## config.mk

```make
export PLATFORM = sky130hd
export DESIGN_NAME = writeback_top
export DESIGN_NICKNAME = d
export VERILOG_FILES = /design/src/wb_pkg.sv /design/src/wb_pipe_latch.sv /design/src/wb_dest_decode.sv /design/src/wb_branch_resolve.sv /design/src/wb_store_queue.sv /design/src/writeback_stage.sv /design/src/writeback_top.sv
export SDC_FILE = /design/constraint.sdc
export NUM_CORES = 1
export LEC_CHECK = 0
export BUFFER_PORTS_ARGS = -buffer_cell sky130_fd_sc_hd__buf_4
export CAP_MARGIN = 5
export CORE_AREA = 2 2 579 581
export CTS_CLUSTER_SIZE = 40
export DETAILED_ROUTE_END_ITERATION = 12
export DIE_AREA = 0 0 581 583
export GPL_ROUTABILITY_DRIVEN = 0
export PLACE_DENSITY_LB_ADDON = 0.3
export SYNTH_ARGS = -nofsm -noshare
export SYNTH_HDL_FRONTEND = slang
export SYNTH_SLANG_ARGS = --single-unit
export TNS_END_PERCENT = 100
```

## constraint.sdc

```tcl
create_clock -name clk -period 55.6 [get_ports clk]
set_input_delay 2.78 -clock clk [delete_from_list [all_inputs] [get_ports clk]]
set_output_delay 2.78 -clock clk [all_outputs]
set_load 0.05 [all_outputs]
```

## src/wb_pkg.sv

```systemverilog
`default_nettype none

package wb_pkg;

    localparam int num_slots   = 4;
    localparam int stq_depth   = 4;
    localparam int mem_credits = 2;

    // derived widths for the store queue
    localparam int stq_ptr_w = $clog2(stq_depth);
    localparam int stq_cnt_w = $clog2(stq_depth + 1);
    localparam int credit_w  = $clog2(mem_credits + 1);

    typedef struct packed {
        logic [63:0] data;
        logic [31:0] dest;      // low 3 bits index a register
        logic        is_reg;
        logic        is_seg;
        logic        is_mem;
        logic        wb;
        logic [6:0]  dest_tag;
    } wb_slot_t;

    typedef struct packed {
        logic        br_valid;
        logic        br_taken;
        logic        br_correct;
        logic [31:0] fip;       // resolved target
    } wb_branch_t;

    typedef struct packed {
        wb_slot_t [num_slots-1:0] slots;
        logic [1:0]               op_size;
        logic [3:0]               memsize_ovr; // one-hot
        logic [31:0]              eip;
        logic [31:0]              latched_eip;
        logic                     ld_eip_cs;   // far transfer
        logic                     halt;
        wb_branch_t               branch;
        logic [5:0]               bp_alias;
        logic [15:0]              cs;
        logic [17:0]              eflags;
        logic                     ie;
        logic [2:0]               ie_type;
        logic [6:0]               inst_id;
    } wb_op_t;

    // shared by the gpr and segment register files
    typedef struct packed {
        logic [num_slots-1:0]        ld;
        logic [num_slots-1:0][2:0]   addr;
        logic [num_slots-1:0][63:0]  data;
        logic [1:0]                  size;
    } wb_reg_write_t;

    typedef struct packed {
        logic [31:0] addr;
        logic [63:0] data;
        logic [1:0]  size;
    } wb_store_t;

    typedef struct packed {
        logic       valid;
        logic [6:0] inst_id;
        logic [6:0] dest_tag;
    } wb_tag_t;

    typedef struct packed {
        logic [31:0] new_eip;
        logic [31:0] fip_even;
        logic [31:0] fip_odd;
        logic        resteer;
        logic [5:0]  bp_alias;
    } wb_redirect_t;

    typedef struct packed {
        logic       exc_valid;
        logic [3:0] exc_type;
    } wb_exc_t;

endpackage

`default_nettype wire

```

## src/wb_pipe_latch.sv

```systemverilog
`timescale 1ns/1ps
`default_nettype none

module wb_pipe_latch
    import wb_pkg::*;
(
    input  logic   clk,
    input  logic   reset,
    input  logic   ex_valid,
    input  wb_op_t ex_op,
    input  logic   stall,
    output logic   op_valid,
    output wb_op_t op
);

    logic load;

    // execute holds its op while stalled, so ex_op is ignored then
    assign load = ex_valid & ~stall;

    always_ff @(posedge clk) begin
        if (reset) begin
            op_valid <= 1'b0;
        end else if (!stall) begin
            op_valid <= ex_valid; // empties when nothing new arrives
        end
    end

    always_ff @(posedge clk) begin
        if (load) begin
            op <= ex_op;
        end
    end

endmodule

`default_nettype wire

```

## src/wb_dest_decode.sv

```systemverilog
`timescale 1ns/1ps
`default_nettype none

module wb_dest_decode
    import wb_pkg::*;
(
    input  logic                    op_valid,
    input  wb_op_t                  op,
    output wb_reg_write_t           reg_wr,
    output wb_reg_write_t           seg_wr,
    output wb_tag_t [num_slots-1:0] tags,
    output logic                    store_req,
    output wb_store_t               store
);

    logic [num_slots-1:0]       reg_ld;
    logic [num_slots-1:0]       seg_ld;
    logic [num_slots-1:0]       mem_ld;
    logic [num_slots-1:0][63:0] slot_data;
    logic [num_slots-1:0][2:0]  slot_idx;
    logic [1:0]                 mem_size;

    always_comb begin
        for (int i = 0; i < num_slots; i++) begin
            reg_ld[i]    = op_valid & op.slots[i].wb & op.slots[i].is_reg;
            seg_ld[i]    = op_valid & op.slots[i].wb & op.slots[i].is_seg;
            mem_ld[i]    = op_valid & op.slots[i].wb & op.slots[i].is_mem;
            slot_data[i] = op.slots[i].data;
            slot_idx[i]  = op.slots[i].dest[2:0];
        end
        // far transfer carries the new cs selector in bits 47:32
        if (op.ld_eip_cs)
            slot_data[0] = {48'd0, op.slots[0].data[47:32]};
    end

    assign reg_wr.ld   = reg_ld;
    assign reg_wr.addr = slot_idx;
    assign reg_wr.data = slot_data;
    assign reg_wr.size = op.op_size;

    assign seg_wr.ld   = seg_ld;
    assign seg_wr.addr = slot_idx;
    assign seg_wr.data = slot_data;
    assign seg_wr.size = op.op_size;

    always_comb begin
        for (int i = 0; i < num_slots; i++) begin
            tags[i].valid    = reg_ld[i] | seg_ld[i] | mem_ld[i];
            tags[i].inst_id  = op.inst_id;
            tags[i].dest_tag = op.slots[i].dest_tag;
        end
    end

    // override first, then far transfer, then the op size
    always_comb begin
        if (op.memsize_ovr[0])
            mem_size = 2'd0;
        else if (op.memsize_ovr[1])
            mem_size = 2'd1;
        else if (op.memsize_ovr[2])
            mem_size = 2'd2;
        else if (op.memsize_ovr[3])
            mem_size = 2'd3;
        else if (op.ld_eip_cs)
            mem_size = 2'd3;
        else
            mem_size = op.op_size;
    end

    assign store_req = |mem_ld;

    always_comb begin
        store = '0;
        for (int i = num_slots - 1; i >= 0; i--) begin // lowest index wins
            if (mem_ld[i]) begin
                store.addr = op.slots[i].dest;
                store.data = slot_data[i];
            end
        end
        store.size = mem_size;
    end

endmodule

`default_nettype wire

```

## src/wb_branch_resolve.sv

```systemverilog
`timescale 1ns/1ps
`default_nettype none

module wb_branch_resolve
    import wb_pkg::*;
(
    input  logic         clk,
    input  logic         reset,
    input  logic         fire,
    input  wb_op_t       op,
    output wb_redirect_t redirect
);

    logic [31:0] target_eip;
    logic [31:0] line_base;
    logic [31:0] line_next;
    logic        mispredict;
    logic        resteer_q;

    // far jumps take their eip from slot 0
    assign target_eip = op.ld_eip_cs ? op.slots[0].data[31:0] : op.branch.fip;

    assign line_base = {op.branch.fip[31:4], 4'd0};
    assign line_next = line_base + 32'd16;

    assign redirect.new_eip  = op.branch.br_taken ? target_eip : op.eip;
    // bit 4 says whether fip sits in an odd line
    assign redirect.fip_even = op.branch.fip[4] ? line_next : line_base;
    assign redirect.fip_odd  = op.branch.fip[4] ? line_base : line_next;
    assign redirect.bp_alias = op.bp_alias;
    assign redirect.resteer  = resteer_q;

    assign mispredict = fire & op.branch.br_valid & ~op.branch.br_correct;

    always_ff @(posedge clk) begin
        if (reset) begin
            resteer_q <= 1'b0;
        end else begin
            resteer_q <= mispredict; // one cycle pulse
        end
    end

endmodule

`default_nettype wire

```

## src/wb_store_queue.sv

```systemverilog
`timescale 1ns/1ps
`default_nettype none

module wb_store_queue
    import wb_pkg::*;
(
    input  logic      clk,
    input  logic      reset,
    input  logic      push,
    input  wb_store_t entry,
    input  logic      mem_credit,
    output logic      full,
    output logic      mem_store_valid,
    output wb_store_t mem_store
);

    wb_store_t            entries [stq_depth];
    logic [stq_ptr_w-1:0] wr_ptr;
    logic [stq_ptr_w-1:0] rd_ptr;
    logic [stq_cnt_w-1:0] count;
    logic [credit_w-1:0]  credits;
    logic                 send;

    assign full = (count == stq_cnt_w'(stq_depth));

    // drain one per cycle while memory has room
    assign send = (count != '0) && (credits != '0);

    always_ff @(posedge clk) begin
        if (reset) begin
            wr_ptr          <= '0;
            rd_ptr          <= '0;
            count           <= '0;
            credits         <= credit_w'(mem_credits);
            mem_store_valid <= 1'b0;
        end else begin
            if (push)
                wr_ptr <= wr_ptr + 1'b1; // wraps, depth is a power of two
            if (send)
                rd_ptr <= rd_ptr + 1'b1;
            count           <= count + stq_cnt_w'(push) - stq_cnt_w'(send);
            credits         <= credits + credit_w'(mem_credit) - credit_w'(send);
            mem_store_valid <= send;
        end
    end

    // push trusts the stage to have checked full
    always_ff @(posedge clk) begin
        if (push)
            entries[wr_ptr] <= entry;
        if (send)
            mem_store <= entries[rd_ptr];
    end

endmodule

`default_nettype wire

```

## src/writeback_stage.sv

```systemverilog
`timescale 1ns/1ps
`default_nettype none

module writeback_stage
    import wb_pkg::*;
(
    input  logic                    clk,
    input  logic                    reset,
    input  logic                    op_valid,
    input  wb_op_t                  op,
    input  logic                    stq_full,
    input  logic                    interrupt,
    output logic                    stall,
    output wb_reg_write_t           reg_wr,
    output wb_reg_write_t           seg_wr,
    output wb_tag_t [num_slots-1:0] tags,
    output logic                    stq_push,
    output wb_store_t               stq_entry,
    output wb_redirect_t            redirect,
    output wb_exc_t                 exc,
    output logic                    halt,
    output logic [15:0]             cs_out,
    output logic [17:0]             eflags_out,
    output logic [31:0]             eip_out,
    output logic [31:0]             latched_eip_out
);

    logic [num_slots-1:0] store_hit;
    logic                 fire;

    // raw store request, taken before fire to keep stall free of loops
    always_comb begin
        for (int i = 0; i < num_slots; i++)
            store_hit[i] = op.slots[i].is_mem & op.slots[i].wb;
    end

    assign stall = op_valid & (|store_hit) & stq_full;
    assign fire  = op_valid & ~stall;

    wb_dest_decode u_decode (
        .op_valid  (fire),
        .op        (op),
        .reg_wr    (reg_wr),
        .seg_wr    (seg_wr),
        .tags      (tags),
        .store_req (stq_push),
        .store     (stq_entry)
    );

    wb_branch_resolve u_branch (
        .clk      (clk),
        .reset    (reset),
        .fire     (fire),
        .op       (op),
        .redirect (redirect)
    );

    assign exc.exc_valid = ~stall & ((op_valid & op.ie) | interrupt);
    assign exc.exc_type  = {interrupt, op.ie_type}; // interrupt on top

    assign halt = fire & op.halt;

    assign cs_out          = op.cs;
    assign eflags_out      = op.eflags;
    assign eip_out         = op.eip;
    assign latched_eip_out = op.latched_eip;

endmodule

`default_nettype wire

```

## src/writeback_top.sv

```systemverilog
`timescale 1ns/1ps
`default_nettype none

module writeback_top
    import wb_pkg::*;
(
    input  logic                    clk,
    input  logic                    reset,
    input  logic                    ex_valid,
    input  wb_op_t                  ex_op,
    input  logic                    interrupt,
    input  logic                    mem_credit,
    output logic                    stall,
    output wb_reg_write_t           reg_wr,
    output wb_reg_write_t           seg_wr,
    output wb_tag_t [num_slots-1:0] tags,
    output wb_redirect_t            redirect,
    output wb_exc_t                 exc,
    output logic                    halt,
    output logic [15:0]             cs_out,
    output logic [17:0]             eflags_out,
    output logic [31:0]             eip_out,
    output logic [31:0]             latched_eip_out,
    output logic                    mem_store_valid,
    output wb_store_t               mem_store
);

    logic      op_valid;
    wb_op_t    op;
    logic      stq_full;
    logic      stq_push;
    wb_store_t stq_entry;

    wb_pipe_latch u_latch (
        .clk      (clk),
        .reset    (reset),
        .ex_valid (ex_valid),
        .ex_op    (ex_op),
        .stall    (stall),
        .op_valid (op_valid),
        .op       (op)
    );

    writeback_stage u_stage (
        .clk             (clk),
        .reset           (reset),
        .op_valid        (op_valid),
        .op              (op),
        .stq_full        (stq_full),
        .interrupt       (interrupt),
        .stall           (stall),
        .reg_wr          (reg_wr),
        .seg_wr          (seg_wr),
        .tags            (tags),
        .stq_push        (stq_push),
        .stq_entry       (stq_entry),
        .redirect        (redirect),
        .exc             (exc),
        .halt            (halt),
        .cs_out          (cs_out),
        .eflags_out      (eflags_out),
        .eip_out         (eip_out),
        .latched_eip_out (latched_eip_out)
    );

    wb_store_queue u_stq (
        .clk             (clk),
        .reset           (reset),
        .push            (stq_push),
        .entry           (stq_entry),
        .mem_credit      (mem_credit),
        .full            (stq_full),
        .mem_store_valid (mem_store_valid),
        .mem_store       (mem_store)
    );

endmodule

`default_nettype wire

```

==> flow_metrics.tcl, run 1 <==
set metrics [dict create \
    fillers 36000 \
    io_pins 1506 \
    setup_slack_ns 49.12 \
    io_buffers 1495 \
    final_nets 4233 \
    reg2reg_to "u_latch.op[135]$_DFFE_PP_" \
    clock_latency_ns 0.84 \
    numCtsBuffers 147 \
    layout_common_cells "1545 x buf_4, 1076 x edfxtp_1, 147 x clkbuf_16, 146 x nor2_1, 98 x mux4_2" \
    cp_top_family "simple AND/OR/NAND/NOR gates" \
    synth_seq_cells 1088 \
    antenna_left 0 \
    worstHoldEndpoint "u_stage.u_branch.resteer_q$_SDFF_PP0_" \
    fmax_mhz 154 \
    final_common_cell "buf_4" \
    h-tree-depth 4 \
    place_area_sq_um 56800 \
    netlist-cell-type-count 47 \
    r2r_slack_ns 49.37 \
    crit_path_max_fanout 10 \
    initial_utilization_pct 13.6 \
    min_period_over_period_pct 11.7 \
    worstSetupStartpointType "flip-flop" \
    leakage_nw 22.8 \
    rr_startpoint "u_latch.op[272]$_DFFE_PP_" \
    critPathSlowestCell "and4b_1" \
    drv_cap 0 \
    ir_worst_vdd_mv 0.0228 \
    synth.avg_cell_area_sq_um 16.6 \
    die_height_um 583 \
    synth_edf_count 1076 \
    dpl.hpwl_mm 208 \
    worstPathRequired_ns 52.82 \
    worst_slew_pin_slew_ns 1.28 \
    finalSetupTns_ns 0 \
    p_per_area_nw_per_um2 45.1 \
    cts.clk_slew.worst_paths_ns 0.06 \
    grt_max_degree 80 \
    async_flop_share_pct 0 \
    syn_area_sq_um 45100 \
    first_pass_iters 5 \
    synthToLayoutAreaGrowth_pct 36.6 \
    wl_per_cell_um 31.4 \
    viasPerCell 3.40 \
    drv_slew 0 \
    ys.flop_type "edfxtp_1" \
    path_cells "ha_1, and4b_1, nand3_1, nor2_1, xor2_1, buf_4" \
    dieWidth_um 581 \
    cts_setup_buffers 0 \
    cp.arrival_ns 3.70 \
    post_cts_resized 0 \
    tritoncts "built" \
    status "complete, no violations" \
    ys_warn_count 0 \
    core_region_area_sq_um 332000 \
    die-area_sq_um 339000 \
    fin_worst_skew_ns 0.0707 \
    crit_path_end_kind "output pin" \
    post-route-drc-count 0 \
    setup_viol 0 \
    cts_sinks 1088 \
    hold_class "flip-flop to flip-flop" \
    synthCells 2706 \
    ys_seq_area_share_pct 72.3 \
    final_hold_viol_count 0 \
    critPathBufInv 1 \
    hold_depth 1 \
    drive_gt1_share_pct 50.3 \
    worst-r2r-cell-count 8 \
    hp-start "u_latch.op[85]$_DFFE_PP_" \
    hold_buffers 0 \
    core.rowCount 212 \
    rsz0062_at_grt "false" \
    grt_pass1_wl_mm 318 \
    critPathKind "flip-flop to output pin" \
    period_minus_slack_ns 6.48 \
    wirelength_mm 256 \
    vias 27700 \
    drtIter0Drc 2061 \
    final_area_sq_um 61500 \
    pre_cts_ws_ns 48.39 \
    antenna_found_initial 65 \
    grt_pass1_vias 28500 \
    groute.usage.overall_pct 14.5 \
    clockRootBuffer "clkbuf_16" \
    clock_path_buffers 4 \
    max-slew-margin-rel_pct 14.4 \
    overflow 0 \
    max_stage_delay_ns 0.73 \
]
-- synthesized netlist by cell type, types with 8 or more instances --
cell type / count / area, sq um
xnor2_1: 23 / 201
buf_2: 48 / 240
mux2i_1: 49 / 490
a221oi_1: 96 / 841
inv_1: 79 / 297
nor2b_1: 37 / 231
clkbuf_1: 63 / 236
nand2_1: 51 / 191
o32ai_1: 64 / 561
buf_1: 9 / 33.8
xor2_1: 23 / 201
nor2_1: 146 / 548
dfxtp_1: 12 / 240
o31ai_1: 32 / 240
a21oi_1: 34 / 170
nand3_1: 9 / 45.0
and3_1: 13 / 81.3
nand2b_1: 17 / 106
and2_1: 8 / 50.1
edfxtp_1: 1076 / 32300
ha_1: 10 / 125
nor4_2: 8 / 100
buf_4: 653 / 4900
nor3_1: 13 / 65.1
mux4_2: 98 / 2210
-- cell type report --
cell class                      count  area, sq um  share of cell area [%]
Sequential cell                  1088        32600                    52.9
Timing Repair Buffer             1546        11600                    18.9
Multi-Input combinational cell    769         6830                    11.1
Tap cell                         4387         5490                    8.92
Clock buffer                      175         3800                    6.18
Clock inverter                     85          871                    1.42
Inverter                           79          297                   0.482
Antenna cell                       25         62.6                   0.102
-- cell families (layout without fill, tap and decap cells) --
kind of cell / after synthesis / in the layout / synth area share (%)
multiplexers: 147 / 147 / 5.99
buffers and inverters: 857 / 1885 / 12.8
flip-flops: 1088 / 1088 / 72.3
adder cells (fa/ha/maj): 11 / 11 / 0.322
AND/OR/NAND/NOR: 321 / 321 / 3.54
AO/OA/AOI/OAI: 234 / 234 / 4.20
other: 2 / 35 / 0.0167
XOR/XNOR: 46 / 46 / 0.894
-- state kept, by name, summed over array words and instances (netlist names) --
signal and count:
u_latch.op 586, u_stq.mem_store 98, u_stq.entries 392, u_stage.u_branch.resteer_q 1
u_stq.count 3, u_latch.op_valid 1, u_stq.mem_store_valid 1, u_stq.credits 2
u_stq.rd_ptr 2, u_stq.wr_ptr 2
-- per-layer routing --
metal / GRT usage (%) / wire (um) / vias up
met3: 5.29 / 23200 / 303
li1: - / - / 11400
met1: 17.1 / 101000 / 14400
met4: 4.16 / 7180 / 36
met2: 24.6 / 125000 / 1527
met5: 0 / 251 / -
-- metrics by stage --
step           power (mW)  cells  utilization, %  hold WS [ns]
6_report             2.77   8154            18.5         0.481
5_1_grt              2.88   8137            18.5         0.496
4_1_cts              2.83   8129            18.5         0.475
3_5_place_dp         1.88   7869            17.1         0.461
3_3_place_gp         1.87   7869            17.1         0.452
2_1_floorplan        1.60   2714               -         0.443
-- worst max path at each step --
| stage | startpoint | endpoint | slack [ns] | depth (start not counted) |
|---|---|---|---|---|
| after CTS | u_latch.op[55]$_DFFE_PP_ | redirect[21] | 48.66 | 6 |
| after global placement | ex_valid | u_latch.op[87]$_DFFE_PP_ | 48.54 | 6 |
| after global routing | u_latch.op[55]$_DFFE_PP_ | redirect[21] | 48.83 | 6 |
| after detailed placement | ex_valid | u_latch.op[87]$_DFFE_PP_ | 48.39 | 6 |
| after floorplan | ex_valid | u_latch.op[0]$_DFFE_PP_ | 26.10 | 1 |
| final | u_latch.op[55]$_DFFE_PP_ | redirect[21] | 49.12 | 6 |
-- power by group --
group          total (mW)  leakage, nW  internal [mW]  switching [mW]
Clock               0.933         2.26          0.541           0.392
Sequential           1.09         10.5           1.02          0.0685
Combinational       0.747         10.0          0.204           0.544
Total                2.77         22.8           1.77            1.00
No activity file was read; power rests on OpenSTA's default activity.
==> run 2, diff against run 1 <==
==> constraint.sdc (replaced) <==
create_clock -name clk -period 6.3 [get_ports clk]
set_input_delay 0.315 -clock clk [delete_from_list [all_inputs] [get_ports clk]]
set_output_delay 0.315 -clock clk [all_outputs]
set_load 0.05 [all_outputs]
==> flow_metrics.tcl, run 2 (synthesis gave the netlist of run 1 again) <==
set metrics [dict create \
    dieWidth_um 581 \
    post-route-drc-count 0 \
    h-tree-depth 4 \
    ir_worst_vdd_mv 0.224 \
    internal_power_mw 15.9 \
    tritoncts "built" \
    fmax_mhz 245 \
    numCtsBuffers 143 \
    wl_per_cell_um 29.4 \
    antenna_found_initial 70 \
    max-slew-margin-rel_pct 19.4 \
    drive_gt1_share_pct 43.5 \
    final_util_pct 20.3 \
    io_buffers 1495 \
    seq_power_share_pct 39.2 \
    min_period_over_period_pct 64.8 \
    viasPerCell 3.45 \
    die-area_sq_um 339000 \
    core.rowCount 212 \
    largest_reg_flops 586 \
    core_region_area_sq_um 332000 \
    largest-register "u_latch.op" \
    worstSetupStartpointType "flip-flop" \
    p_comb_share_pct 28.0 \
    leakage_nw 25.3 \
    worst_slew_pin_slew_ns 1.18 \
    clock_path_buffers 4 \
    path_common_cell "buf_4" \
    hold_class "primary input to flip-flop" \
    p_per_area_nw_per_um2 367 \
    status "complete, no violations" \
    layout_common_cells "1540 x buf_4, 1076 x edfxtp_1, 590 x dlygate4sd3_1, 147 x clkbuf_16, 145 x nor2_1" \
    final_common_cell "buf_4" \
    wirelength_mm 257 \
    grt_pass1_wl_mm 326 \
    drv_cap 0 \
    vias 30200 \
    pre_cts_ws_ns 2.80 \
    cts_sinks 1088 \
    critPathKind "flip-flop to output pin" \
    path_cells "buf_4, buf_4, mux2i_1, inv_1, buf_4" \
    grt_pass1_vias 31500 \
    crit_path_end_kind "output pin" \
    cts_setup_buffers 0 \
    fin_worst_skew_ns 0.0506 \
    clock_latency_ns 0.81 \
    critPathBufInv 4 \
    layoutNonFillerInstCount 8746 \
    first_pass_iters 5 \
    initial_utilization_pct 13.6 \
    groute.usage.overall_pct 14.6 \
    switching_share_pct 35.9 \
    worstPathRequired_ns 5.98 \
    dp.cells 7876 \
    cts.clk_slew.worst_paths_ns 0.06 \
    period_minus_slack_ns 4.08 \
    reg_top3 "u_latch.op: 586 flops, u_stq.entries: 392 flops, u_stq.mem_store: 98 flops" \
    p_clk_share_pct 32.8 \
    dpl.hpwl_mm 205 \
    setup_slack_ns 2.22 \
    overflow 0 \
    die_height_um 583 \
    cp.arrival_ns 3.77 \
    antenna_left 0 \
    p_sw_mw 8.91 \
    finalSetupTns_ns 0 \
    synthToLayoutAreaGrowth_pct 49.9 \
    drtIter0Drc 2273 \
    rsz0062_at_grt "false" \
    grt_max_degree 112 \
    setup_viol 0 \
    final_nets 4826 \
    io_pins 1506 \
    clockRootBuffer "clkbuf_16" \
    final_hold_viol_count 0 \
    critPathSlowestCell "mux2i_1" \
    cp_top_family "buffers and inverters" \
    drv_slew 0 \
    crit_path_max_fanout 29 \
    max_stage_delay_ns 0.85 \
]
==> run 2: cell count changes in the layout (fill, tap and decap cells not counted), sizes merged <==
cell         before   now
clkinvlp          5     3
clkbuf          175   174
clkinv           60    54
bufinv           10    12
buf            1546  1553
dlygate4sd3       0   590
inv              89    91
==> run 2: worst paths after layout <==
kind,from,endpoint,slack (ns),cells after the start
setup reg to reg,u_latch.op[272]$_DFFE_PP_,u_stq.entries[2][46]$_DFFE_PP_,2.92,4
hold reg to reg,u_stq.wr_ptr[1]$_SDFFE_PP0N_,u_stq.wr_ptr[1]$_SDFFE_PP0N_,0.57,2
hold / removal,ex_op[556],u_latch.op[556]$_DFFE_PP_,0.22,2
setup / recovery,u_latch.op[87]$_DFFE_PP_,seg_wr[14],2.22,5
==> run 2: layout make-up <==
| class | instances | area [sq um] |
|---|---|---|
| inverter | 79 | 297 |
| tap | 4387 | 5490 |
| timing repair buffer | 2143 | 17700 |
| antenna | 25 | 62.6 |
| sequential | 1088 | 32600 |
| fill | 35400 | 265000 |
| clock buffer | 174 | 3780 |
| clock inverter | 81 | 764 |
| multi-input combinational | 769 | 6850 |
==> run 2: worst register-to-register path: stages (launching register included) <==
cell,delay (ns)
edfxtp_1,0.61
a22oi_2,0.20
a311oi_2,0.60
and2_4,0.72
buf_12,0.43
==> run 2: routing by layer <==
metal	wire length, um	track usage [%]	share of wire (%)
met1	105000	18.1	41
met2	125000	24.7	48
met3	21400	4.23	8.3
met4	5790	3.30	2.3
met5	186	0	0.072
==> run 2: what timing repair did <==
item                                   4_1_cts  5_1_grt
hold buffers                               590        0
endpoints found under the hold margin      598        0
gates resized for setup                      0        0
==> run 2: power groups by stage <==
| stage | combinational (mW) | clock [mW] | sequential (mW) |
|---|---|---|---|
| after global placement | 6.74 | 0 | 9.89 |
| after global routing | 7.21 | 8.63 | 9.80 |
| after detailed placement | 6.74 | 0 | 9.90 |
| after floorplan | 3.19 | 0 | 10.7 |
| final | 6.94 | 8.13 | 9.73 |
| after CTS | 7.08 | 8.40 | 9.76 |
==> run 2: through the flow <==
step | instance area (sq um) | power (mW) | hold slack, ns
3_5_place_dp | 57000 | 16.6 | 0.494
3_3_place_gp | 57000 | 16.6 | 0.493
6_report | 67500 | 24.8 | 0.224
2_1_floorplan | 45100 | 13.9 | 0.387
5_1_grt | 67500 | 25.6 | 0.163
4_1_cts | 67500 | 25.2 | 0.108
